<file path="src/include/game_cfg.svh">
`ifndef GAME_CFG_SVH
`define GAME_CFG_SVH

//////////////////////////////
// vga stream widths
//////////////////////////////

// counters and mouse positions share one width.
`define GAME_POS_W 12

// 4 bits per colour channel, red in the top nibble.
`define GAME_RGB_W 12

//////////////////////////////
// sprites
//////////////////////////////

// the drawn cursor fits in a square of this side.
`define CURSOR_SIZE 16
`define CURSOR_RGB 12'hFFF

// glove sprite side and its rom address width (5 bits of row, 5 of column).
`define GLOVES_SIZE 32
`define GLOVES_ADDR_W 10

`endif

</file>
<file path="src/source/game_pkg.sv">
`include "game_cfg.svh"

package game_pkg;

    //////////////////////////////
    // game state
    //////////////////////////////

    // the game logic drives this, the mouse block only reads it.
    typedef enum logic [1:0] {
        MENU,
        SHOOTER,
        KEEPER
    } g_state;

    //////////////////////////////
    // pixel timing
    //////////////////////////////

    // hcount, vcount and the mouse coordinates.
    typedef logic [`GAME_POS_W-1:0] vga_pos_t;

    // one pixel colour as {red, green, blue}.
    typedef logic [`GAME_RGB_W-1:0] rgb_t;

endpackage

</file>
<file path="src/source/cursor_draw.sv">
`include "game_cfg.svh"

module cursor_draw
    import game_pkg::*;
(
    input  logic     clk,
    input  logic     rst,
    input  vga_pos_t xpos,
    input  vga_pos_t ypos,
    input  vga_pos_t in_hcount,
    input  vga_pos_t in_vcount,
    input  logic     in_hsync,
    input  logic     in_vsync,
    input  logic     in_hblnk,
    input  logic     in_vblnk,
    input  rgb_t     in_rgb,
    output vga_pos_t out_hcount,
    output vga_pos_t out_vcount,
    output logic     out_hsync,
    output logic     out_vsync,
    output logic     out_hblnk,
    output logic     out_vblnk,
    output rgb_t     out_rgb
);

    vga_pos_t dx;
    vga_pos_t dy;
    logic     hit;

    vga_pos_t s1_hcount;
    vga_pos_t s1_vcount;
    logic     s1_hsync;
    logic     s1_vsync;
    logic     s1_hblnk;
    logic     s1_vblnk;
    rgb_t     s1_rgb;
    logic     s1_hit;

    // pixels left or above the mouse wrap to large values and fail the size test.
    always_comb begin
        dx  = in_hcount - xpos;
        dy  = in_vcount - ypos;
        hit = !(in_hblnk || in_vblnk)
              && (dx < vga_pos_t'(`CURSOR_SIZE)) && (dy < vga_pos_t'(`CURSOR_SIZE))
              && ((dx == '0) || (dy == '0) || (dx == dy));
    end

    always_ff @(posedge clk) begin
        if (rst) begin
            s1_hcount  <= '0;
            s1_vcount  <= '0;
            s1_hsync   <= 1'b0;
            s1_vsync   <= 1'b0;
            s1_hblnk   <= 1'b0;
            s1_vblnk   <= 1'b0;
            s1_rgb     <= '0;
            s1_hit     <= 1'b0;
            out_hcount <= '0;
            out_vcount <= '0;
            out_hsync  <= 1'b0;
            out_vsync  <= 1'b0;
            out_hblnk  <= 1'b0;
            out_vblnk  <= 1'b0;
            out_rgb    <= '0;
        end else begin
            s1_hcount  <= in_hcount;
            s1_vcount  <= in_vcount;
            s1_hsync   <= in_hsync;
            s1_vsync   <= in_vsync;
            s1_hblnk   <= in_hblnk;
            s1_vblnk   <= in_vblnk;
            s1_rgb     <= in_rgb;
            s1_hit     <= hit;
            out_hcount <= s1_hcount;
            out_vcount <= s1_vcount;
            out_hsync  <= s1_hsync;
            out_vsync  <= s1_vsync;
            out_hblnk  <= s1_hblnk;
            out_vblnk  <= s1_vblnk;
            out_rgb    <= s1_hit ? `CURSOR_RGB : s1_rgb;
        end
    end

endmodule

</file>
<file path="config.mk">
export PLATFORM = sky130hd
export DESIGN_NAME = cursor_draw
export DESIGN_NICKNAME = d
export VERILOG_FILES = /design/src/source/game_pkg.sv /design/src/source/cursor_draw.sv
export VERILOG_INCLUDE_DIRS = /design/src /design/src/include
export SDC_FILE = /design/constraint.sdc
export NUM_CORES = 1
export LEC_CHECK = 0
export BUFFER_PORTS_ARGS = -buffer_cell sky130_fd_sc_hd__clkbuf_2
export CORE_MARGIN = 2
export CORE_UTILIZATION = 55
export DETAILED_ROUTE_END_ITERATION = 10
export PLACE_DENSITY_LB_ADDON = 0.05
export SETUP_SLACK_MARGIN = 0.4
export SKIP_LAST_GASP = 1
export SYNTH_ARGS = -nofsm -noshare
export SYNTH_HDL_FRONTEND = slang
export SYNTH_SLANG_ARGS = --single-unit
</file>
<file path="constraint.sdc">
create_clock -name clk -period 4.4 [get_ports clk]
set_clock_uncertainty 0.2 [all_clocks]
set_input_delay 0.22 -clock clk [delete_from_list [all_inputs] [get_ports clk]]
set_output_delay 0.22 -clock clk [all_outputs]
set_load 0.005 [all_outputs]
</file>
==> impl_metrics.env <==
export IMPL_syn_to_final_growth_pct=33.9
export IMPL_worstHoldStart="xpos[11]"
export IMPL_final_cell_area_um2=4620
export IMPL_path_class="in -> reg"
export IMPL_antenna_left=0
export IMPL_maxCapViolCount=0
export IMPL_crit_reg2reg_launch="s1_hit"
export IMPL_layout_drive_gt1_share_pct=24.1
export IMPL_start_util_pct=57.6
export IMPL_syn_nets=458
export IMPL_yosysTopAreaCell="dfxtp_1"
export IMPL_numCtsBuffers=9
export IMPL_synthFlopType="dfxtp_1"
export IMPL_tightest_slew_ps=777
export IMPL_power_density_nw_per_um2=349
export IMPL_ys_seq_area_share_pct=47.0
export IMPL_synth_top_cell_area_share_pct=47.0
export IMPL_dieArea_um2=6920
export IMPL_grt_overflow=0
export IMPL_hold_viol=0
export IMPL_ys_ff_latch=81
export IMPL_dp_hpwl_mm=5.33
export IMPL_slew_headroom_pct=48.2
export IMPL_required_ps=4440
export IMPL_num_io_pins=106
export IMPL_endpoint_kind="flip-flop"
export IMPL_die_w_um=83.2
export IMPL_synth_most_common_cell="dfxtp_1"
export IMPL_syn_mean_instance_area_um2=9.37
export IMPL_p_leak_nw=2.22
export IMPL_r2r_end="out_rgb[9]"
export IMPL_crit_path_start_kind="primary input"
export IMPL_peakVddDrop_mv=0.225
export IMPL_worstRegToRegCells=2
export IMPL_hold_class="in -> reg"
export IMPL_diodes=0
export IMPL_clockRootBuffer="clkbuf_8"
export IMPL_drt_wl_total_mm=7.63
export IMPL_ys_warn_count=0
export IMPL_yosysUniqueCellTypes=48
export IMPL_setup_tns_final_ps=0
export IMPL_postCtsSetupBuffers=0
export IMPL_period_share_pct=64.0
export IMPL_cp_max_fo=3
export IMPL_arrival_ps=2850
export IMPL_die_height_um=83.2
export IMPL_place_area_um2=4020
export IMPL_final_util_pct=77.0
export IMPL_drc_errors=0
export IMPL_rsz0062_at_grt="no"
export IMPL_first_global_vias=2817
export IMPL_max_freq_mhz=355
export IMPL_yosys_top_cells_count="dfxtp_1, nor2b_1, nor2_1"
export IMPL_rrSetupSlack_ps=3310
export IMPL_slew_violations=0
export IMPL_netlist_top_cells_area="dfxtp_1, nor2b_1, ha_1"
export IMPL_core_area_um2=5990
export IMPL_clockBufferDepth=2
export IMPL_antenna_found_initial=0
export IMPL_place_congestion=0.931
export IMPL_worstHoldEndpoint="s1_hit"
export IMPL_cts_hold_buf=40
export IMPL_numClockSinks=81
export IMPL_drt_first_pass_iters=4
export IMPL_path_clk_slew_ps=70
export IMPL_grt_first_pass_wirelength_mm=12.5
export IMPL_clk_latency_ps=340
export IMPL_status="complete, no violations"
export IMPL_syn_instance_count=368
export IMPL_cts_resized_gates=0
export IMPL_portBuffers=105
export IMPL_routed_via_density=4.96
export IMPL_async_reset_ff_share_pct=0
export IMPL_h_tree_depth=3
export IMPL_drt_iter0_drc=90
export IMPL_holdPathStages=4
export IMPL_cts_tree="yes"
export IMPL_track_usage_pct=22.3
export IMPL_netlist_area_um2=3450
export IMPL_min_period_ps=2820
export IMPL_wl_per_cell_um=12.9
export IMPL_rows=28
export IMPL_synth_edf_count=0
export IMPL_setup_viol_count_final=0
export IMPL_grt_start_max_net_pins=81
export IMPL_vias=2943
export IMPL_nets=603
-- state kept, by name, summed over array words and instances (netlist names) --
signal / count
out_hcount: 12
out_rgb: 12
out_vcount: 12
s1_hcount: 12
s1_rgb: 12
s1_vcount: 12
out_hblnk: 1
out_hsync: 1
out_vblnk: 1
out_vsync: 1
s1_hblnk: 1
s1_hit: 1
s1_hsync: 1
s1_vblnk: 1
s1_vsync: 1
-- stage by stage --
stage	hold slack [ps]	power [W]	cells	worst slack [ps]
floorplan	148	0.000988	368	2180
global placement	213	0.00107	537	1940
detailed placement	221	0.00107	537	1830
CTS	125	0.00162	593	1620
global route	149	0.00169	593	1480
finish	130	0.00161	593	1580
-- cells in the final DEF (no fill, tap or decap), types with 5 or more instances in the layout --
cell type and instances:
clkbuf_8 9, nor2_1 41, ha_1 22, o21ai_0 8
xor2_1 8, dlygate4sd3_1 40, inv_1 35, nor2b_1 67
nand2_1 9, a21oi_1 11, xnor2_1 12, dfxtp_1 81
a31oi_1 5, clkbuf_2 105
-- worst max-delay path, stage by stage --
cell and delay (ps):
dlygate4sd3_1 530, clkbuf_2 100, inv_1 80, ha_1 160, inv_1 50, fa_1 390, a21oi_1 260, o21ai_1 120
mux2i_1 140, a221oi_1 200, and4_1 220, nand4_1 100, nor4_1 280
-- cells by family (layout without fill, tap and decap cells) --
group / count (synthesis) / in the layout / synth area share, %
AO/OA/AOI/OAI: 58 / 58 / 11.5
XOR/XNOR: 20 / 20 / 5.08
adder cells (fa/ha/maj): 24 / 24 / 9.14
buffers and inverters: 47 / 197 / 5.33
flip-flops: 81 / 81 / 47.0
multiplexers: 2 / 2 / 0.581
AND/OR/NAND/NOR: 136 / 136 / 21.3
-- power breakdown --
part,internal (W),switching (W)
Clock,0.000264,0.000259
Sequential,0.000767,0.00000828
Combinational,0.000157,0.000157
Total,0.00119,0.000424
-- worst max-delay path by stage --
stage                             from     end  slack, ps  cells past startpoint
after detailed placement  in_vcount[0]  s1_hit       1830                     12
final                     in_vcount[0]  s1_hit       1580                     13
after CTS                 in_vcount[0]  s1_hit       1620                     13
after floorplan           in_vcount[0]  s1_hit       2180                     11
after global placement    in_vcount[0]  s1_hit       1940                     12
after global routing      in_vcount[0]  s1_hit       1480                     13
-- area by class of cell --
class | instances | area [um2]
Multi-Input combinational cell | 240 | 1640
Sequential cell | 81 | 1620
Fill cell | 429 | 1380
Timing Repair Buffer | 146 | 933
Inverter | 35 | 131
Clock buffer | 10 | 128
Tap cell | 75 | 93.8
Clock inverter | 6 | 65.1
-- per-layer routing --
layer	vias to the layer above	routed length [um]	GRT usage, %
met1	1349	3410	27.0
met4	0	115	7.90
li1	1496	-	-
met3	11	364	3.68
met2	87	3750	39.7
met5	-	0	0
Power figures use the tool's default switching activity.
