## config.mk

```make
export PLATFORM = sky130hd
export DESIGN_NAME = keeper_pos_tx
export DESIGN_NICKNAME = d
export VERILOG_FILES = /design/src/source/game_pkg.sv /design/src/source/keeper_pos_tx.sv
export VERILOG_INCLUDE_DIRS = /design/src /design/src/include
export SDC_FILE = /design/constraint.sdc
export NUM_CORES = 1
export LEC_CHECK = 0
export BUFFER_PORTS_ARGS = -buffer_cell sky130_fd_sc_hd__buf_4
export CORE_AREA = 2 2 39 41
export CTS_BUF_LIST = sky130_fd_sc_hd__clkbuf_8 sky130_fd_sc_hd__clkbuf_16
export CTS_CLUSTER_DIAMETER = 150
export DETAILED_ROUTE_END_ITERATION = 10
export DIE_AREA = 0 0 41 43
export GPL_TIMING_DRIVEN = 0
export MAX_ROUTING_LAYER = met4
export PLACE_DENSITY = 0.73
export SYNTH_ARGS = -nofsm -noshare
export SYNTH_HDL_FRONTEND = slang
export SYNTH_SLANG_ARGS = --single-unit
export TNS_END_PERCENT = 20
```

## constraint.sdc

```tcl
create_clock -name clk -period 1 [get_ports clk]
set_input_delay 0.05 -clock clk [delete_from_list [all_inputs] [get_ports clk]]
set_output_delay 0.05 -clock clk [all_outputs]
set_load 0.03 [all_outputs]
```

## src/include/game_cfg.svh

```systemverilog
`ifndef GAME_CFG_SVH
`define GAME_CFG_SVH

//////////////////////////////
// vga stream widths
//////////////////////////////

// counters and mouse positions share one width.
`define GAME_POS_W 12

// 4 bits per colour channel, red in the top nibble.
`define GAME_RGB_W 12

//////////////////////////////
// sprites
//////////////////////////////

// the drawn cursor fits in a square of this side.
`define CURSOR_SIZE 16
`define CURSOR_RGB 12'hFFF

// glove sprite side and its rom address width (5 bits of row, 5 of column).
`define GLOVES_SIZE 32
`define GLOVES_ADDR_W 10

`endif

```

## src/source/game_pkg.sv

```systemverilog
`include "game_cfg.svh"

package game_pkg;

    //////////////////////////////
    // game state
    //////////////////////////////

    // the game logic drives this, the mouse block only reads it.
    typedef enum logic [1:0] {
        MENU,
        SHOOTER,
        KEEPER
    } g_state;

    //////////////////////////////
    // pixel timing
    //////////////////////////////

    // hcount, vcount and the mouse coordinates.
    typedef logic [`GAME_POS_W-1:0] vga_pos_t;

    // one pixel colour as {red, green, blue}.
    typedef logic [`GAME_RGB_W-1:0] rgb_t;

endpackage

```

## src/source/keeper_pos_tx.sv

```systemverilog
module keeper_pos_tx
    import game_pkg::*;
(
    input  logic       clk,
    input  logic       rst,
    input  vga_pos_t   xpos,
    input  logic       tx_full,
    output logic [7:0] tx_data
);

    typedef enum logic [1:0] {
        WAIT,
        READY,
        SEND
    } tx_state_t;

    tx_state_t  state;
    tx_state_t  state_nxt;
    logic       half;
    logic       half_nxt;
    logic [7:0] tx_data_nxt;

    //////////////////////////////
    // state and byte registers
    //////////////////////////////

    always_ff @(posedge clk) begin
        if (rst) begin
            state   <= WAIT;
            half    <= 1'b0;
            tx_data <= 8'h00;
        end else begin
            state   <= state_nxt;
            half    <= half_nxt;
            tx_data <= tx_data_nxt;
        end
    end

    // the uart picks up a byte when tx_data changes, so tx_data only moves in SEND.
    always_comb begin
        state_nxt   = state;
        half_nxt    = half;
        tx_data_nxt = tx_data;
        case (state)
            WAIT: begin
                if (tx_full) begin
                    state_nxt = READY;
                end
            end
            READY: begin
                if (!tx_full) begin
                    state_nxt = SEND;
                end
            end
            SEND: begin
                state_nxt   = WAIT;
                tx_data_nxt = half ? {xpos[9:5], 3'b010} : {xpos[4:0], 3'b001};
                // without a full flag here the same half goes out again.
                if (tx_full) begin
                    half_nxt = !half;
                end
            end
            default: begin
                state_nxt = WAIT;
            end
        endcase
    end

endmodule

```

==> impl_metrics.tcl, run 1 <==
set metrics [dict create \
    place.gp.congestion 0.718 \
    cts_sinks 10 \
    fin_crit_ns 0.995 \
    drive_gt1_frac 0.603 \
    synth_nets 58 \
    root_buffer "clkbuf_8" \
    dieArea_mm2 0.00176 \
    yosysWarnings 0 \
    io_pins 23 \
    vias 391 \
    max-vdd-ir-drop_mv 0.710 \
    cap_violations 0 \
    grt_use_total 0.124 \
    fmax_mhz 1010 \
    crit_path_start_kind "flip-flop" \
    wl_per_cell_um 11.0 \
    routed_wl_um 923 \
    required_ns 1.15 \
    startpoint "state[0]$_SDFFE_PP0P_" \
    yosys-top-cells-area "dfxtp_1 43%, a211oi_2 13%, mux2i_1 11%, nor2_2 5.4%, buf_12 4.3%" \
    synth.most_common_cell "dfxtp_1" \
    worstSkewPairLatency_ns 0.23 \
    stdcell_area_um2 726 \
    core_area_mm2 0.00138 \
    ys_seq_area_frac 0.431 \
    grt_pass1_wl_um 1400 \
    placed_cell_area_um2 619 \
    powerDensity_mw_per_mm2 1320 \
    firstDrtPassIters 2 \
    avgSynthCellArea_um2 10.8 \
    syn_inst 43 \
    grt-ovfl-total 0 \
    multi_input_area_um2 230 \
    die_y_um 43 \
    endpoint_kind "flip-flop" \
    cp.arrival_ns 1.14 \
    hp-start "rst" \
    fin_skew_ns 0.00189 \
    drv_slew 0 \
    numCtsBuffers 3 \
    async_flop_share 0 \
    h-tree-depth 1 \
    critical_path_class "flip-flop to flip-flop" \
    setup_viol_count_final 0 \
    synthFlopType "dfxtp_1" \
    die_w_um 41 \
    syn_to_final_growth_pct 56.3 \
    rows 14 \
    rsz0062_at_grt "true" \
    vias_per_cell 4.65 \
    initial_utilization 0.335 \
    synth_common_cells "10 x dfxtp_1, 5 x a211oi_2, 5 x mux2i_1, 4 x nor2_2, 3 x nand2_1" \
    clockBufferDepth 2 \
    ys_ff_latch 10 \
    finalCritPeriodShare 0.995 \
    grt_pass1_vias 355 \
    ff_latch_area_um2 203 \
    finalHoldViolations 0 \
    antenna_found_initial 0 \
    syn_area_um2 464 \
    synth_edf_count 0 \
    drc 0 \
    synth_top_cell_area_share 0.431 \
    n_antenna_cell 0 \
    synth.distinct_cells 18 \
    io_buffers 18 \
    fin_nets 85 \
    clk_pin_slew_ns 0.04 \
    fill_cells 127 \
    tritoncts "built" \
    status "finished, final reports clean" \
    ant_nets 0 \
    p_leak_nw 0.295 \
    path_max_fanout 5 \
    r2r_start "state[0]$_SDFFE_PP0P_" \
    synth_largest_area_cell "dfxtp_1" \
    drt-initial-drc-count 5 \
    grt_start_max_net_pins 11 \
    utilization 0.524 \
    hold_class "primary input to flip-flop" \
]
[stage by stage]
| stage | power (mW) | worst slack, ns | cells | TNS [ns] | hold slack [ns] |
|---|---|---|---|---|---|
| 6_report | 0.959 | 0.00517 | 84 | 0 | 0.156 |
| 5_1_grt | 1.00 | -0.0453 | 84 | -0.165 | 0.178 |
| 4_1_cts | 0.977 | -0.0389 | 84 | -0.0559 | 0.143 |
| 3_5_place_dp | 0.548 | -0.0283 | 77 | -0.0474 | 0.235 |
| 3_3_place_gp | 0.546 | 0.00940 | 77 | 0 | 0.238 |
| 2_1_floorplan | 0.496 | 0.0323 | 43 | 0 | 0.129 |
[worst max-delay path, cell delays in order (launching register included)]
cell and delay (ns):
dfxtp_2 0.31, and2b_4 0.30, buf_12 0.13, nor2_2 0.03, a211oi_2 0.14
[final cells by class]
class | instances | share of cell area
Buffer | 4 | 0.0552
Clock buffer | 3 | 0.0569
Multi-Input combinational cell | 29 | 0.317
Sequential cell | 10 | 0.279
Tap cell | 16 | 0.0276
Timing Repair Buffer | 22 | 0.264
[what timing repair did]
item                                    CTS  global route
pin swaps                                 4             2
endpoints found under the hold margin     1             0
setup buffers                             2             0
gates cloned                              1             0
hold buffers                              1             0
resized for setup                         3             3
endpoints found under the setup margin    4             6
[flip-flops by register name (all words and copies together), names as in the netlist]
signal / cells
half: 1
tx_data: 7
state: 2
[path summary, 6_finish.rpt]
kind                             endpoint  slack [ns]  cells after the start
setup / recovery  tx_data[5]$_SDFFE_PP0N_       0.005                      4
hold / removal          half$_SDFFE_PP0P_        0.16                      2
hold reg to reg     state[1]$_SDFFE_PP0P_        0.44                      1
setup reg to reg  tx_data[5]$_SDFFE_PP0N_       0.005                      4
[layout by cell type, fill, tap and decap left out, types with 2 or more instances in the layout]
| cell type | synthesis | layout |
|---|---|---|
| buf_4 | 1 | 20 |
| dfxtp_1 | 10 | 8 |
| a211oi_2 | 5 | 5 |
| nor2_2 | 4 | 4 |
| mux2i_1 | 5 | 4 |
| nand2_1 | 3 | 3 |
| clkbuf_8 | 0 | 3 |
| a21oi_1 | 2 | 2 |
| nor2_1 | 2 | 2 |
| dfxtp_2 | 0 | 2 |
[kinds of logic (layout without fill, tap and decap cells)]
logic type / Yosys count / in the layout / synth area share
other cells: 1 / 1 / 0.00808
compound gates: 7 / 7 / 0.156
simple gates: 15 / 15 / 0.197
buf+inv: 4 / 29 / 0.0809
flops: 10 / 10 / 0.431
xor+xnor: 1 / 1 / 0.0189
mux: 5 / 5 / 0.108
[per-layer routing]
metal / part of all wire / routed length (um) / global-route usage
met1: 0.42 / 386 / 0.121
met2: 0.48 / 439 / 0.194
met3: 0.088 / 81 / 0.0471
met4: 0.016 / 15 / 0.0800
met5: 0 / 0 / -
[report_power, final]
group          leakage, nW  total (mW)  internal (mW)  switching [mW]
sequential          0.0820       0.419          0.412         0.00641
combinational        0.191       0.139         0.0765          0.0622
clock               0.0216       0.401          0.262           0.139
total                0.295       0.959          0.751           0.208
(Power assumes the default switching activity.)
==> inputs of run 2 (changes only) <==
GPL_TIMING_DRIVEN = 1   (was 0)
==> impl_metrics.tcl, run 2 (same netlist as run 1, synthesis figures left out) <==
set metrics [dict create \
    status "finished, final reports clean" \
    wl_per_cell_um 9.94 \
    reg2reg_slack_ns 0.01 \
    drv_slew 0 \
    r2r_cells 3 \
    largest_reg_flops 7 \
    r2r_start "state[0]$_SDFFE_PP0P_" \
    seq_power_share 0.445 \
    switching_share 0.211 \
    stdcell_area_um2 687 \
    p_sw_uw 198 \
    routed_wl_um 835 \
    root_buffer "clkbuf_8" \
    mostFrequentLayoutCells "25 x buf_4, 9 x dfxtp_1, 5 x mux2i_1, 5 x a211oi_2, 4 x nor2_2" \
    p_leak_nw 0.282 \
    grt_pass1_vias 313 \
    dieArea_mm2 0.00176 \
    fin_crit_ns 0.986 \
    syn_to_final_growth_pct 48.0 \
    grt_use_total 0.104 \
    antenna_found_initial 0 \
    finalHoldViolations 0 \
    powerDensity_mw_per_mm2 1370 \
    fin_nets 85 \
    hold_class "primary input to flip-flop" \
    endpoint_kind "flip-flop" \
    grt_pass1_wl_um 1170 \
    tritoncts "built" \
    fmax_mhz 1010 \
    critical_path_class "flip-flop to flip-flop" \
    fill_cells 132 \
    rr_endpoint "tx_data[7]$_SDFFE_PP0N_" \
    n_antenna_cell 0 \
    hold_depth 2 \
    place.gp.congestion 0.639 \
    firstDrtPassIters 3 \
    grt_start_max_net_pins 13 \
    cap_violations 0 \
    initial_utilization 0.335 \
    vias 386 \
    io_buffers 19 \
    placed_cell_area_um2 619 \
    clk_pin_slew_ns 0.04 \
    cts_sinks 10 \
    io_pins 23 \
    dp.cells 78 \
    tns_ns 0 \
    required_ns 1.15 \
    cp.arrival_ns 1.14 \
    utilization 0.496 \
    die_y_um 43 \
    layout.cells.non_filler 84 \
    path_max_fanout 12 \
    ant_nets 0 \
    grt-ovfl-total 0 \
    hold_ws_ns 0.0788 \
    hp-start "rst" \
    numCtsBuffers 3 \
    pre_cts_slack_ns 0.0169 \
    rsz0062_at_grt "true" \
    drt-initial-drc-count 3 \
    core_area_mm2 0.00138 \
    postLayoutSetupSlackWorst_ns 0.0138 \
    die_w_um 41 \
    reg_top3 "tx_data: 7 flops, state: 2 flops, half: 1 flops" \
    p_int_uw 743 \
    max-vdd-ir-drop_mv 0.584 \
    crit_path_start_kind "flip-flop" \
    drive_gt1_frac 0.574 \
    fin_skew_ns 0.000868 \
    finalCritPeriodShare 0.986 \
    pwr-share-clk 0.420 \
    mostFrequentLayoutCell "buf_4" \
    power_frac_comb 0.135 \
    h-tree-depth 1 \
    clockBufferDepth 2 \
    whs_endpoint "tx_data[4]$_SDFFE_PP0N_" \
    top_register "tx_data" \
    worstSkewPairLatency_ns 0.23 \
    vias_per_cell 4.60 \
    drc 0 \
    rows 14 \
    setup_viol_count_final 0 \
    power_uw 941 \
]
-- run 2: worst max-delay path by stage --
| stage | from | slack (ns) | to |
|---|---|---|---|
| 2_1_floorplan | state[0]$_SDFFE_PP0P_ | 0.03 | tx_data[3]$_SDFFE_PP0N_ |
| 3_3_place_gp | state[0]$_SDFFE_PP0P_ | 0.03 | tx_data[7]$_SDFFE_PP0N_ |
| 3_5_place_dp | state[0]$_SDFFE_PP0P_ | 0.02 | tx_data[7]$_SDFFE_PP0N_ |
| 4_1_cts | state[0]$_SDFFE_PP0P_ | 0.004 | tx_data[7]$_SDFFE_PP0N_ |
| 5_1_grt | state[0]$_SDFFE_PP0P_ | -0.05 | tx_data[7]$_SDFFE_PP0N_ |
| 6_report | state[0]$_SDFFE_PP0P_ | 0.01 | tx_data[7]$_SDFFE_PP0N_ |
-- run 2: power groups by stage --
stage                     registers, mW  clock network, mW  logic [mW]
after floorplan                   0.440                  0      0.0566
after global placement            0.425                  0       0.121
after detailed placement          0.425                  0       0.122
after CTS                         0.418              0.411       0.126
after global routing              0.420              0.427       0.136
final                             0.419              0.395       0.127
-- run 2: area by class of cell --
type                       instances  area (um^2)  area share
multi-input combinational         29          226       0.330
sequential                        10          201       0.293
timing repair buffer              26          198       0.288
clock buffer                       3         41.3      0.0601
tap                               16         20.0      0.0291
-- run 2: what timing repair did --
action / in CTS / in global routing
gates resized for setup: 0 / 1
endpoints found under the setup margin: 0 / 7
buffers inserted: 0 / 2
hold buffers: 1 / 0
hold endpoints to repair: 1 / 0
-- run 2: worst max-delay path, stage by stage, from the launching register on --
cell,delay [ns]
dfxtp_2,0.31
and2b_4,0.35
nor2_1,0.08
a211oi_2,0.17
-- run 2: layer usage --
| metal | track usage | wire length [um] |
|---|---|---|
| met4 | 0.0600 | 8 |
| met1 | 0.0912 | 338 |
| met3 | 0.0628 | 80 |
| met2 | 0.163 | 408 |
| met5 | - | 0 |
==> inputs of run 3 (changes only) <==
CAP_MARGIN = 20   (was not set)
CELL_PAD_IN_SITES_DETAIL_PLACEMENT = 1   (was not set)
CELL_PAD_IN_SITES_GLOBAL_PLACEMENT = 2   (was not set)
CORE_AREA = not set   (was 2 2 39 41)
CORE_ASPECT_RATIO = 0.8   (was not set)
CORE_MARGIN = 1.5   (was not set)
CORE_UTILIZATION = 22   (was not set)
DIE_AREA = not set   (was 0 0 41 43)
PLACE_DENSITY = 0.77   (was 0.73)
==> impl_metrics.tcl, run 3 (same netlist as run 1, synthesis figures left out) <==
set metrics [dict create \
    path_max_fanout 6 \
    mostFrequentLayoutCells "23 x buf_4, 10 x dfxtp_1, 5 x mux2i_1, 5 x a211oi_2" \
    die_w_um 54.4 \
    crit_path_start_kind "flip-flop" \
    reg_top3 "tx_data: 7 flops, state: 2 flops, half: 1 flops" \
    worstSkewPairLatency_ns 0.24 \
    root_buffer "clkbuf_8" \
    grt-ovfl-total 0 \
    clockBufferDepth 2 \
    max-vdd-ir-drop_mv 0.897 \
    vias 407 \
    hold_class "primary input to flip-flop" \
    cp.arrival_ns 1.09 \
    critical_path_class "flip-flop to flip-flop" \
    wl_per_cell_um 11.1 \
    drc 0 \
    largest_reg_flops 7 \
    grt_start_max_net_pins 11 \
    antenna_found_initial 0 \
    h-tree-depth 1 \
    required_ns 1.16 \
    firstDrtPassIters 1 \
    fin_nets 84 \
    setup_viol_count_final 0 \
    top_register "tx_data" \
    switching_share 0.213 \
    io_pins 23 \
    drive_gt1_frac 0.559 \
    p_int_uw 825 \
    power_frac_comb 0.121 \
    grt_use_total 0.111 \
    initial_utilization 0.241 \
    grt_pass1_vias 400 \
    cap_violations 0 \
    tns_ns 0 \
    routed_wl_um 1020 \
    ant_nets 0 \
    io_buffers 19 \
    syn_to_final_growth_pct 51.5 \
    hold_ws_ns 0.0687 \
    numCtsBuffers 3 \
    p_leak_nw 0.283 \
    finalCritPeriodShare 0.930 \
    n_antenna_cell 0 \
    place.gp.congestion 0.671 \
    drv_slew 0 \
    status "finished, final reports clean" \
    grt_pass1_wl_um 1670 \
    core_area_mm2 0.00193 \
    pwr-share-clk 0.480 \
    fmax_mhz 1080 \
    endpoint_kind "flip-flop" \
    fill_cells 243 \
    dieArea_mm2 0.00240 \
    cts_sinks 10 \
    rows 14 \
    fin_skew_ns 0.00324 \
    mostFrequentLayoutCell "buf_4" \
    die_y_um 44.1 \
    vias_per_cell 4.42 \
    rsz0062_at_grt "false" \
    finalHoldViolations 0 \
    tritoncts "built" \
    seq_power_share 0.399 \
    clk_pin_slew_ns 0.05 \
    drt-initial-drc-count 0 \
    fin_crit_ns 0.930 \
    p_sw_uw 224 \
    post-cts-setup-buffer-count 0 \
    powerDensity_mw_per_mm2 1490 \
]
==> run 3: cell types whose count changed in the layout (fill, tap and decap cells not counted) <==
| cell | before | now |
|---|---|---|
| and2b_2 | 0 | 1 |
| buf_4 | 25 | 23 |
| clkbuf_8 | 3 | 4 |
| dfxtp_1 | 9 | 10 |
| dfxtp_2 | 1 | 0 |
==> run 3: worst paths after layout <==
path	depth (start not counted)	from	end	slack, ns
max reg2reg	3	state[0]$_SDFFE_PP0P_	tx_data[7]$_SDFFE_PP0N_	0.07
min	2	rst	tx_data[6]$_SDFFE_PP0N_	0.07
min reg2reg	2	tx_data[0]$_SDFFE_PP0N_	tx_data[0]$_SDFFE_PP0N_	0.46
max	3	state[0]$_SDFFE_PP0P_	tx_data[7]$_SDFFE_PP0N_	0.07
==> run 3: power groups by stage <==
stage / Clock [mW] / Combinational [mW] / Sequential (mW)
finish: 0.503 / 0.127 / 0.419
detailed placement: 0 / 0.124 / 0.426
floorplan: 0 / 0.0566 / 0.440
CTS: 0.530 / 0.129 / 0.419
global placement: 0 / 0.122 / 0.425
global route: 0.549 / 0.138 / 0.419
==> run 3: layout make-up <==
type | count | area, um^2 | area share
tap | 24 | 30.0 | 0.0427
clock buffer | 4 | 55.1 | 0.0783
multi-input combinational | 30 | 235 | 0.335
sequential | 10 | 200 | 0.285
timing repair buffer | 24 | 183 | 0.260
==> run 3: routing by layer <==
layer / routed length, um / up-vias / global-route usage
met5: 0 / - / -
met4: 33 / 0 / 0.0900
met3: 107 / 4 / 0.0608
met2: 472 / 17 / 0.157
met1: 408 / 192 / 0.111
li1: - / 194 / -
==> run 3: per-stage QoR <==
| step | instances | power (mW) | setup slack (ns) | instance area, um^2 | utilization |
|---|---|---|---|---|---|
| 6_report | 92 | 1.05 | 0.0700 | 703 | 0.365 |
| 5_1_grt | 92 | 1.11 | 0.0124 | 703 | 0.365 |
| 4_1_cts | 92 | 1.08 | 0.0232 | 702 | 0.364 |
| 3_5_place_dp | 86 | 0.550 | 0.00566 | 629 | 0.327 |
| 3_3_place_gp | 86 | 0.548 | 0.0285 | 629 | 0.327 |
| 2_1_floorplan | 43 | 0.496 | 0.0323 | 464 | - |
==> run 3: critical path, stage by stage (launching register included) <==
cell and delay (ns):
dfxtp_1 0.31, and2b_4 0.31, nor2_1 0.06, a211oi_2 0.17
==> run 3: repair_timing <==
action,CTS,global route
hold buffers,1,0
endpoints found under the hold margin,1,0
cloned,1,0
resized for setup,0,1
setup endpoints to repair,2,1
