[src/include/game_cfg.svh]
`ifndef GAME_CFG_SVH
`define GAME_CFG_SVH

//////////////////////////////
// vga stream widths
//////////////////////////////

// counters and mouse positions share one width.
`define GAME_POS_W 12

// 4 bits per colour channel, red in the top nibble.
`define GAME_RGB_W 12

//////////////////////////////
// sprites
//////////////////////////////

// the drawn cursor fits in a square of this side.
`define CURSOR_SIZE 16
`define CURSOR_RGB 12'hFFF

// glove sprite side and its rom address width (5 bits of row, 5 of column).
`define GLOVES_SIZE 32
`define GLOVES_ADDR_W 10

`endif

[src/source/game_pkg.sv]
`include "game_cfg.svh"

package game_pkg;

    //////////////////////////////
    // game state
    //////////////////////////////

    // the game logic drives this, the mouse block only reads it.
    typedef enum logic [1:0] {
        MENU,
        SHOOTER,
        KEEPER
    } g_state;

    //////////////////////////////
    // pixel timing
    //////////////////////////////

    // hcount, vcount and the mouse coordinates.
    typedef logic [`GAME_POS_W-1:0] vga_pos_t;

    // one pixel colour as {red, green, blue}.
    typedef logic [`GAME_RGB_W-1:0] rgb_t;

endpackage

[src/source/gloves_draw.sv]
`include "game_cfg.svh"

module gloves_draw
    import game_pkg::*;
(
    input  logic                      clk,
    input  logic                      rst,
    input  vga_pos_t                  xpos,
    input  vga_pos_t                  ypos,
    input  vga_pos_t                  in_hcount,
    input  vga_pos_t                  in_vcount,
    input  logic                      in_hsync,
    input  logic                      in_vsync,
    input  logic                      in_hblnk,
    input  logic                      in_vblnk,
    input  rgb_t                      in_rgb,
    output vga_pos_t                  out_hcount,
    output vga_pos_t                  out_vcount,
    output logic                      out_hsync,
    output logic                      out_vsync,
    output logic                      out_hblnk,
    output logic                      out_vblnk,
    output rgb_t                      out_rgb,
    output logic [`GLOVES_ADDR_W-1:0] rom_addr,
    input  rgb_t                      rom_rgb
);

    // the rom address splits evenly into row and column.
    localparam int IDX_W = `GLOVES_ADDR_W / 2;

    vga_pos_t dx;
    vga_pos_t dy;
    logic     hit;

    vga_pos_t s1_hcount;
    vga_pos_t s1_vcount;
    logic     s1_hsync;
    logic     s1_vsync;
    logic     s1_hblnk;
    logic     s1_vblnk;
    rgb_t     s1_rgb;
    logic     s1_hit;

    // the rom registers the address, so its colour lines up with stage 2.
    always_comb begin
        dx       = in_hcount - xpos;
        dy       = in_vcount - ypos;
        hit      = !(in_hblnk || in_vblnk)
                   && (dx < vga_pos_t'(`GLOVES_SIZE)) && (dy < vga_pos_t'(`GLOVES_SIZE));
        rom_addr = {dy[IDX_W-1:0], dx[IDX_W-1:0]};
    end

    always_ff @(posedge clk) begin
        if (rst) begin
            s1_hcount  <= '0;
            s1_vcount  <= '0;
            s1_hsync   <= 1'b0;
            s1_vsync   <= 1'b0;
            s1_hblnk   <= 1'b0;
            s1_vblnk   <= 1'b0;
            s1_rgb     <= '0;
            s1_hit     <= 1'b0;
            out_hcount <= '0;
            out_vcount <= '0;
            out_hsync  <= 1'b0;
            out_vsync  <= 1'b0;
            out_hblnk  <= 1'b0;
            out_vblnk  <= 1'b0;
            out_rgb    <= '0;
        end else begin
            s1_hcount  <= in_hcount;
            s1_vcount  <= in_vcount;
            s1_hsync   <= in_hsync;
            s1_vsync   <= in_vsync;
            s1_hblnk   <= in_hblnk;
            s1_vblnk   <= in_vblnk;
            s1_rgb     <= in_rgb;
            s1_hit     <= hit;
            out_hcount <= s1_hcount;
            out_vcount <= s1_vcount;
            out_hsync  <= s1_hsync;
            out_vsync  <= s1_vsync;
            out_hblnk  <= s1_hblnk;
            out_vblnk  <= s1_vblnk;
            out_rgb    <= s1_hit ? rom_rgb : s1_rgb;
        end
    end

endmodule

[config.mk]
export PLATFORM = sky130hd
export DESIGN_NAME = gloves_draw
export DESIGN_NICKNAME = d
export VERILOG_FILES = /design/src/source/game_pkg.sv /design/src/source/gloves_draw.sv
export VERILOG_INCLUDE_DIRS = /design/src /design/src/include
export SDC_FILE = /design/constraint.sdc
export NUM_CORES = 1
export LEC_CHECK = 0
export ABC_AREA = 1
export BUFFER_PORTS_ARGS = -buffer_cell sky130_fd_sc_hd__buf_2
export CORE_ASPECT_RATIO = 1.4
export CORE_UTILIZATION = 54
export DETAILED_ROUTE_END_ITERATION = 6
export GPL_ROUTABILITY_DRIVEN = 1
export HOLD_SLACK_MARGIN = 0.1
export MAX_ROUTING_LAYER = met4
export PLACE_DENSITY = 0.94
export SLEW_MARGIN = 20
export SYNTH_ARGS = -nofsm -noshare
export SYNTH_HDL_FRONTEND = slang
export SYNTH_SLANG_ARGS = --single-unit
[constraint.sdc]
create_clock -name clk -period 2.51 [get_ports clk]
set_input_delay 0.3765 -clock clk [delete_from_list [all_inputs] [get_ports clk]]
set_output_delay 0.3765 -clock clk [all_outputs]
set_load 0.03 [all_outputs]
==> results of run 1 <==
-- worst reg2reg max path, cell delays in order, from the launching register on --
cell and delay [ps]:
dfxtp_1 610, inv_1 310, nand2_1 140, a21oi_1 70
-- metrics by stage --
| stage | hold WS [ps] | setup slack (ps) | cell area [um2] |
|---|---|---|---|
| floorplan | 388 | 335 | 3770 |
| global placement | 390 | 382 | 4480 |
| detailed placement | 393 | 360 | 4480 |
| CTS | 230 | 357 | 4670 |
| global route | 227 | 265 | 4670 |
| finish | 246 | 361 | 4670 |
-- kinds of logic after synthesis --
logic type | share of synthesized area, %
buf+inv | 15.0
compound gates | 4.45
flops | 43.0
fa+ha+maj | 8.37
simple gates | 27.2
xor+xnor | 1.86
-- state kept, by name, summed over array words and instances, names as in the netlist --
signal,count
out_hsync,1
s1_hsync,1
s1_vsync,1
out_hcount,12
out_vblnk,1
s1_vblnk,1
s1_rgb,12
out_hblnk,1
s1_vcount,12
s1_hit,1
out_rgb,12
s1_hcount,12
out_vsync,1
s1_hblnk,1
out_vcount,12
-- power groups by stage --
stage               sequential [W]  clock, W  combinational, W
global placement           0.00139         0          0.000611
global route               0.00136  0.000988          0.000703
finish                     0.00136  0.000902          0.000627
detailed placement         0.00139         0          0.000626
CTS                        0.00136  0.000927          0.000629
floorplan                  0.00144         0          0.000392
-- layer usage --
layer / vias up / track usage [%] / share of wire (%)
li1: 1836 / - / -
met2: 104 / 42.4 / 54
met3: 18 / 4.50 / 4.7
met4: 0 / 11.9 / 2.5
met5: - / - / 0
met1: 1475 / 21.3 / 39
-- cell type report --
| class | instances | share of cell area [%] |
|---|---|---|
| Multi-Input combinational cell | 312 | 33.8 |
| Clock buffer | 11 | 3.03 |
| Clock inverter | 5 | 1.15 |
| Tap cell | 92 | 2.46 |
| Sequential cell | 81 | 34.7 |
| Inverter | 138 | 11.1 |
| Timing Repair Buffer | 128 | 13.8 |
-- cells in the mapped netlist (2+ instances only) --
| cell | count |
|---|---|
| nand3b_1 | 2 |
| a21oi_2 | 2 |
| a21oi_1 | 23 |
| o21ai_0 | 3 |
| inv_1 | 136 |
| nand2_1 | 115 |
| xor2_1 | 4 |
| nand2_2 | 9 |
| clkbuf_1 | 11 |
| dfxtp_1 | 81 |
| ha_1 | 22 |
| nand4_1 | 6 |
| nor2_2 | 2 |
| nand3_1 | 19 |
| o21bai_1 | 2 |
| nor2_1 | 92 |
| xnor2_1 | 4 |
| fa_1 | 2 |
-- worst paths after layout --
check                        endpoint  cells after the start  slack, ps                     from
max reg2reg    out_rgb[11]$_SDFF_PP0_                      3       1240        s1_hit$_SDFF_PP0_
min              s1_rgb[5]$_SDFF_PP0_                      3        250                in_rgb[5]
min reg2reg  out_hcount[7]$_SDFF_PP0_                      2        390  s1_hcount[7]$_SDFF_PP0_
max                       rom_addr[4]                     10        360             in_hcount[0]
==> impl_metrics.json, run 1 <==
{
  "status": "finished, final reports clean",
  "gp_congestion": 0.978,
  "synth_cells": 543,
  "p_per_area_mw_per_mm2": 618,
  "required_ps": 2130,
  "syn_area_per_cell_um2": 6.94,
  "irDropWorstVdd_uv": 352,
  "antenna_found_initial": 0,
  "drv_slew": 0,
  "post-route-period-util_pct": 85.6,
  "rsz0062_at_grt": "no",
  "synthTopCellsByArea": "dfxtp_1 43%, inv_1 14%, nand2_1 11%",
  "endpoint_kind": "primary output",
  "multiInputGateArea_mm2": 0.00158,
  "clock_path_buffers": 2,
  "fillerInstances": 579,
  "rows": 35,
  "arrival_ps": 1770,
  "cpMostUsedCell": "nand2_1",
  "final_core_util_pct": 70.2,
  "die_area_mm2": 0.00732,
  "switching_power_w": 0.000832,
  "clk_latency_ps": 330,
  "grt_max_degree": 81,
  "cts_max_level": 3,
  "area_delta_synth_final_pct": 24.0,
  "intPower_w": 0.00206,
  "cp_cell_sequence": "buf_2 -> inv_1 -> ha_1 -> fa_1 -> inv_1 -> nand2_1 -> nand2_1 -> nand2_1 -> xnor2_1 -> buf_2",
  "cts_setup_buffers": 0,
  "num_antenna_cells": 0,
  "die_x_um": 72.6,
  "grt_first_pass_wirelength_um": 12600,
  "mostFrequentLayoutCells": "136 x inv_1, 127 x buf_2, 115 x nand2_1",
  "clkPwrFrac_pct": 31.2,
  "first_iter_violations": 93,
  "drc": 0,
  "vias": 3433,
  "cts-resized-gates": 0,
  "setup_viol": 0,
  "ios": 128,
  "path_buf_inv": 4,
  "stdcell_count": 767,
  "routed_via_density": 4.48,
  "yosys_warnings": 0,
  "power_w": 0.00289,
  "drt_wl_total_um": 7730,
  "synth_top_cell_by_area": "dfxtp_1",
  "fin_nets": 772,
  "dp.cells": 751,
  "slowest_stage": "fa_1",
  "drive_gt1_share_pct": 23.6,
  "seq_area_frac_synth_pct": 43.0,
  "dp_hpwl_um": 6270,
  "synth_top_area_share_pct": 43.0,
  "core_mm2": 0.00666,
  "hp-class": "in -> reg",
  "relSlewSlack_pct": 50.8,
  "ant_nets": 0,
  "p_seq_share_pct": 47.0,
  "fin_tns_setup_ps": 0,
  "path_max_fanout": 3,
  "ys_async_sr_fraction_pct": 0,
  "wl_per_cell_um": 10.1,
  "dr.pass1.iters": 5,
  "clock_sinks": 81,
  "hold_viol": 0,
  "grt_pass1_vias": 3159,
  "ys_types": 26,
  "root_buffer": "clkbuf_8",
  "ys_ff_latch": 81,
  "worst_clock_skew_ps": 11.6,
  "netlist_area_mm2": 0.00377,
  "p_leak_nw": 2.76,
  "timing.fmax_ghz": 0.465,
  "grtUsageTotal_pct": 22.7,
  "start_kind": "primary input",
  "synth_ff_type": "dfxtp_1",
  "final-seq-area_mm2": 0.00162,
  "start_util_pct": 56.6,
  "slowest_delay_ps": 410,
  "worst_pin_slew_ps": 737,
  "tritoncts": "built",
  "grt_overflow": 0,
  "cts.clk_slew.worst_paths_ps": 80,
  "layout_commonest_cell": "inv_1",
  "io_buffers": 127,
  "cts_buffers": 9,
  "hold_buffers": 0,
  "crit_family": "adder cells",
  "min_period_ps": 2150,
  "die-height_um": 101,
  "cap_violations": 0,
  "comb_power_share_pct": 21.7,
  "synth_enable_flop_cells": 0,
  "criticalPathCategory": "in -> out",
  "synth_nets": 645,
  "swShare_pct": 28.8
}
No activity file was read; power rests on OpenSTA's default activity.
==> inputs of run 2 (changes only) <==
--- a/config.mk
+++ b/config.mk
@@ -9,12 +9,12 @@
 export ABC_AREA = 1
 export BUFFER_PORTS_ARGS = -buffer_cell sky130_fd_sc_hd__buf_2
 export CORE_ASPECT_RATIO = 1.4
-export CORE_UTILIZATION = 54
+export CORE_UTILIZATION = 50
 export DETAILED_ROUTE_END_ITERATION = 6
 export GPL_ROUTABILITY_DRIVEN = 1
 export HOLD_SLACK_MARGIN = 0.1
 export MAX_ROUTING_LAYER = met4
-export PLACE_DENSITY = 0.94
+export PLACE_DENSITY = 0.89
 export SLEW_MARGIN = 20
 export SYNTH_ARGS = -nofsm -noshare
 export SYNTH_HDL_FRONTEND = slang
==> constraint.sdc (replaced) <==
create_clock -name clk -period 2 [get_ports clk]
set_input_delay 0.3 -clock clk [delete_from_list [all_inputs] [get_ports clk]]
set_output_delay 0.3 -clock clk [all_outputs]
set_load 0.03 [all_outputs]
==> run 2 against run 1 <==
Against the previous run:
- final cell count is 0.78% higher
- combinational power is 30% higher
- register-to-register slack worse by 500 ps
- hold slack worse by 94 ps
- largest cell class unchanged
- highest routed layer unchanged
==> impl_metrics.json, run 2 (synthesis gave the netlist of run 1 again) <==
{
  "status": "finished, final reports clean",
  "arrival_ps": 1600,
  "dp.cells": 758,
  "die_area_mm2": 0.00789,
  "p_leak_nw": 2.78,
  "setup_viol": 0,
  "clock_path_buffers": 2,
  "fillerInstances": 652,
  "drt_wl_total_um": 7880,
  "ant_nets": 0,
  "ios": 128,
  "fin_nets": 774,
  "grtUsageTotal_pct": 21.4,
  "slowest_delay_ps": 340,
  "hold_viol": 0,
  "rows": 37,
  "reg2reg_slack_ps": 740,
  "crit_path_start": "in_hcount[0]",
  "cts_setup_buffers": 0,
  "routed_via_density": 4.47,
  "grt_max_degree": 81,
  "grt_overflow": 0,
  "fin_tns_setup_ps": 0,
  "worst_pin_slew_ps": 734,
  "r2r_cells": 3,
  "start_util_pct": 51.5,
  "die-height_um": 105,
  "place_area_mm2": 0.00451,
  "grt_first_pass_wirelength_um": 12800,
  "fin_area_mm2": 0.00474,
  "vias": 3458,
  "tritoncts": "built",
  "irDropWorstVdd_uv": 504,
  "final_core_util_pct": 64.7,
  "r2r-end": "out_rgb[2]$_SDFF_PP0_",
  "mostFrequentLayoutCells": "136 x inv_1, 126 x buf_2, 114 x nand2_1",
  "cts.clk_slew.worst_paths_ps": 70,
  "dp_hpwl_um": 6190,
  "grt_pass1_vias": 3205,
  "first_iter_violations": 112,
  "dr.pass1.iters": 5,
  "final-seq-area_mm2": 0.00162,
  "antenna_found_initial": 0,
  "hp-class": "in -> reg",
  "hold_buffers": 0,
  "rr_startpoint": "s1_hit$_SDFF_PP0_",
  "area_delta_synth_final_pct": 25.7,
  "die_x_um": 75.4,
  "drc": 0,
  "stdcell_count": 773,
  "root_buffer": "clkbuf_8",
  "relSlewSlack_pct": 51.1,
  "timing.fmax_ghz": 0.527,
  "drv_slew": 0,
  "wl_per_cell_um": 10.2,
  "core_mm2": 0.00731,
  "cts_max_level": 3,
  "drive_gt1_share_pct": 24.4,
  "multiInputGateArea_mm2": 0.00160,
  "crit_path_end": "rom_addr[4]",
  "worst_clock_skew_ps": 7.84,
  "required_ps": 1700,
  "post-route-period-util_pct": 94.9,
  "path_max_fanout": 3,
  "cts_buffers": 9,
  "p_per_area_mw_per_mm2": 796,
  "num_antenna_cells": 0,
  "io_buffers": 127,
  "endpoint_kind": "primary output",
  "clock_sinks": 81,
  "slowest_stage": "fa_2",
  "gp_congestion": 0.951,
  "criticalPathCategory": "in -> out",
  "layout_commonest_cell": "inv_1",
  "rsz0062_at_grt": "no",
  "min_period_ps": 1900,
  "clk_latency_ps": 340,
  "cap_violations": 0,
  "start_kind": "primary input",
  "cp_cell_sequence": "buf_2 -> inv_1 -> ha_2 -> fa_2 -> inv_1 -> nand2_1 -> nand2_2 -> nand2_1 -> xnor2_2 -> buf_6"
}
## run 2: stage by stage
stage	worst slack [ps]	power (W)	hold WS, ps
3_3_place_gp	35.2	0.00252	390
6_report	103	0.00377	153
4_1_cts	8.09	0.00379	141
5_1_grt	21.0	0.00396	147
2_1_floorplan	43.5	0.00230	388
3_5_place_dp	-38.0	0.00254	395
## run 2: final cells by class
class	count	area share, %
Tap cell	97	2.56
Inverter	138	10.9
Clock buffer	12	3.06
Clock inverter	3	1.37
Multi-Input combinational cell	312	33.8
Timing Repair Buffer	130	14.0
Sequential cell	81	34.2
## run 2: how the worst min path moves through the flow
stage	start	endpoint	slack [ps]	cells past startpoint
floorplan	s1_hblnk$_SDFF_PP0_	out_hblnk$_SDFF_PP0_	390	2
global placement	s1_vcount[1]$_SDFF_PP0_	out_vcount[1]$_SDFF_PP0_	390	2
detailed placement	s1_vcount[3]$_SDFF_PP0_	out_vcount[3]$_SDFF_PP0_	390	2
CTS	in_rgb[7]	s1_rgb[7]$_SDFF_PP0_	140	3
global route	in_rgb[10]	s1_rgb[10]$_SDFF_PP0_	150	3
finish	in_rgb[7]	s1_rgb[7]$_SDFF_PP0_	150	3
## run 2: power by group
group	internal [W]	total (W)	leakage, nW	switching (W)
Combinational	0.000298	0.000814	2.00	0.000516
Sequential	0.00169	0.00171	0.670	0.0000183
Clock	0.000729	0.00125	0.106	0.000523
## run 2: routing by layer
| layer | global-route usage [%] | part of all wire, % | vias to the layer above |
|---|---|---|---|
| met5 | - | 0 | - |
| met4 | 8.86 | 1.6 | 0 |
| met3 | 3.47 | 4.8 | 11 |
| met2 | 40.2 | 53 | 108 |
| met1 | 20.7 | 41 | 1501 |
| li1 | - | - | 1838 |
## run 2: repair_timing
item                                    4_1_cts  5_1_grt
hold endpoints to repair                      0        0
resized for setup                             3        4
pin swaps                                     0        0
endpoints found under the setup margin        1        2
## run 2: critical path: cells and delay by family
family | cells | cell delay [ps]
fa+ha+maj | 2 | 520
simple gates | 3 | 250
xor+xnor | 1 | 160
buf+inv | 4 | 350
==> inputs of run 3 (changes only) <==
--- a/config.mk
+++ b/config.mk
@@ -12,6 +12,7 @@
 export CORE_UTILIZATION = 50
 export DETAILED_ROUTE_END_ITERATION = 6
 export GPL_ROUTABILITY_DRIVEN = 1
+export GPL_TIMING_DRIVEN = 0
 export HOLD_SLACK_MARGIN = 0.1
 export MAX_ROUTING_LAYER = met4
 export PLACE_DENSITY = 0.89
==> run 3 against run 2 <==
Against the previous run:
- via count rose by 0.95%
- maximum frequency rose by 0.19%
- highest routed layer unchanged
- count of clock-buffer cells in the layout did not move
- sequential power barely moved
==> impl_metrics.json, run 3 (synthesis gave the netlist of run 1 again) <==
{
  "ios": 128,
  "drt_wl_total_um": 7800,
  "die_x_um": 75.4,
  "grt_max_degree": 13,
  "place_ws_ps": -48.7,
  "clk_latency_ps": 330,
  "root_buffer": "clkbuf_8",
  "start_kind": "primary input",
  "hp-class": "in -> reg",
  "layout_commonest_cell": "inv_1",
  "first_iter_violations": 138,
  "required_ps": 1700,
  "use_met1_pct": 21.2,
  "p_leak_nw": 2.77,
  "worst_pin_slew_ps": 505,
  "worst_clock_skew_ps": 6.31,
  "cts_setup_buffers": 0,
  "num_antenna_cells": 0,
  "setup_viol": 0,
  "drive_gt1_share_pct": 23.8,
  "core_mm2": 0.00731,
  "busiest_layer": "met2",
  "rows": 37,
  "post-route-period-util_pct": 94.7,
  "clock_sinks": 81,
  "clock_path_buffers": 2,
  "vias": 3491,
  "use_met2_pct": 38.8,
  "criticalPathCategory": "in -> out",
  "cts_buffers": 9,
  "area_delta_synth_final_pct": 25.8,
  "grt_first_pass_wirelength_um": 12700,
  "setup_ws_ps": 106,
  "wl_per_cell_um": 9.98,
  "grt_overflow": 0,
  "path_max_fanout": 3,
  "die-height_um": 105,
  "grtUsageTotal_pct": 21.2,
  "ant_nets": 0,
  "antenna_found_initial": 0,
  "irDropWorstVdd_uv": 477,
  "grt_pass1_vias": 3218,
  "mostFrequentLayoutCells": "136 x inv_1, 124 x buf_2, 114 x nand2_1",
  "arrival_ps": 1590,
  "io_buffers": 126,
  "fin_nets": 782,
  "hold_viol": 0,
  "drc": 0,
  "endpoint_kind": "primary output",
  "grtUsageMet3_pct": 2.99,
  "rsz0062_at_grt": "no",
  "routed_via_density": 4.47,
  "start_util_pct": 51.5,
  "status": "finished, final reports clean",
  "timing.fmax_ghz": 0.528,
  "tritoncts": "built",
  "relSlewSlack_pct": 66.3,
  "dr.pass1.iters": 4,
  "min_period_ps": 1890,
  "cts.clk_slew.worst_paths_ps": 80,
  "p_per_area_mw_per_mm2": 772,
  "gp_congestion": 0.937,
  "dp_hpwl_um": 6380,
  "final_core_util_pct": 64.8,
  "cts_max_level": 3,
  "die_area_mm2": 0.00789,
  "drv_slew": 0,
  "cap_violations": 0
}
run 3: final cells by class:
| type | instances | area (um2) |
|---|---|---|
| Timing Repair Buffer | 126 | 636 |
| Clock inverter | 3 | 40.0 |
| Buffer | 12 | 48.8 |
| Clock buffer | 12 | 155 |
| Inverter | 138 | 518 |
| Tap cell | 97 | 121 |
| Sequential cell | 81 | 1620 |
| Multi-Input combinational cell | 312 | 1600 |
| Fill cell | 683 | 2570 |
run 3: layer usage:
| metal | up-vias | wire [um] |
|---|---|---|
| li1 | 1857 | - |
| met1 | 1506 | 3100 |
| met2 | 111 | 4140 |
| met3 | 17 | 353 |
| met4 | 0 | 197 |
| met5 | - | 0 |
run 3: critical path, cell delays in order:
cell and delay, ps:
buf_2 70, inv_1 60, ha_2 180, fa_2 350, inv_1 80, nand2_1 70
nand2_2 90, nand2_1 90, xnor2_2 130, buf_4 170
run 3: final timing paths:
path | from | end | slack, ps | cells past startpoint
max | in_hcount[0] | rom_addr[4] | 110 | 10
min | in_rgb[5] | s1_rgb[5]$_SDFF_PP0_ | 170 | 3
min reg2reg | s1_vcount[10]$_SDFF_PP0_ | out_vcount[10]$_SDFF_PP0_ | 400 | 2
max reg2reg | s1_hit$_SDFF_PP0_ | out_rgb[1]$_SDFF_PP0_ | 910 | 4
run 3: report_power, final:
| part | internal [W] | switching, W | leakage [nW] | total (W) |
|---|---|---|---|---|
| Combinational | 0.000297 | 0.000515 | 2.00 | 0.000812 |
| Sequential | 0.00169 | 0.0000176 | 0.670 | 0.00170 |
| Clock | 0.000635 | 0.000509 | 0.102 | 0.00114 |
| Total | 0.00262 | 0.00104 | 2.77 | 0.00366 |
run 3: repair_timing:
action                                  CTS  global route
pin swaps                                 1             0
hold buffers                              0             0
gates resized for setup                   1             6
endpoints found under the setup margin    2             2
run 3: stage by stage:
step	std cells	cell area, um2	hold WS (ps)	total power, W	setup TNS, ps
global placement	766	4530	389	0.00252	-56.0
detailed placement	766	4530	392	0.00254	-63.0
CTS	781	4720	158	0.00368	0
finish	781	4740	171	0.00366	0
floorplan	543	3770	388	0.00230	0
global route	781	4740	166	0.00386	0
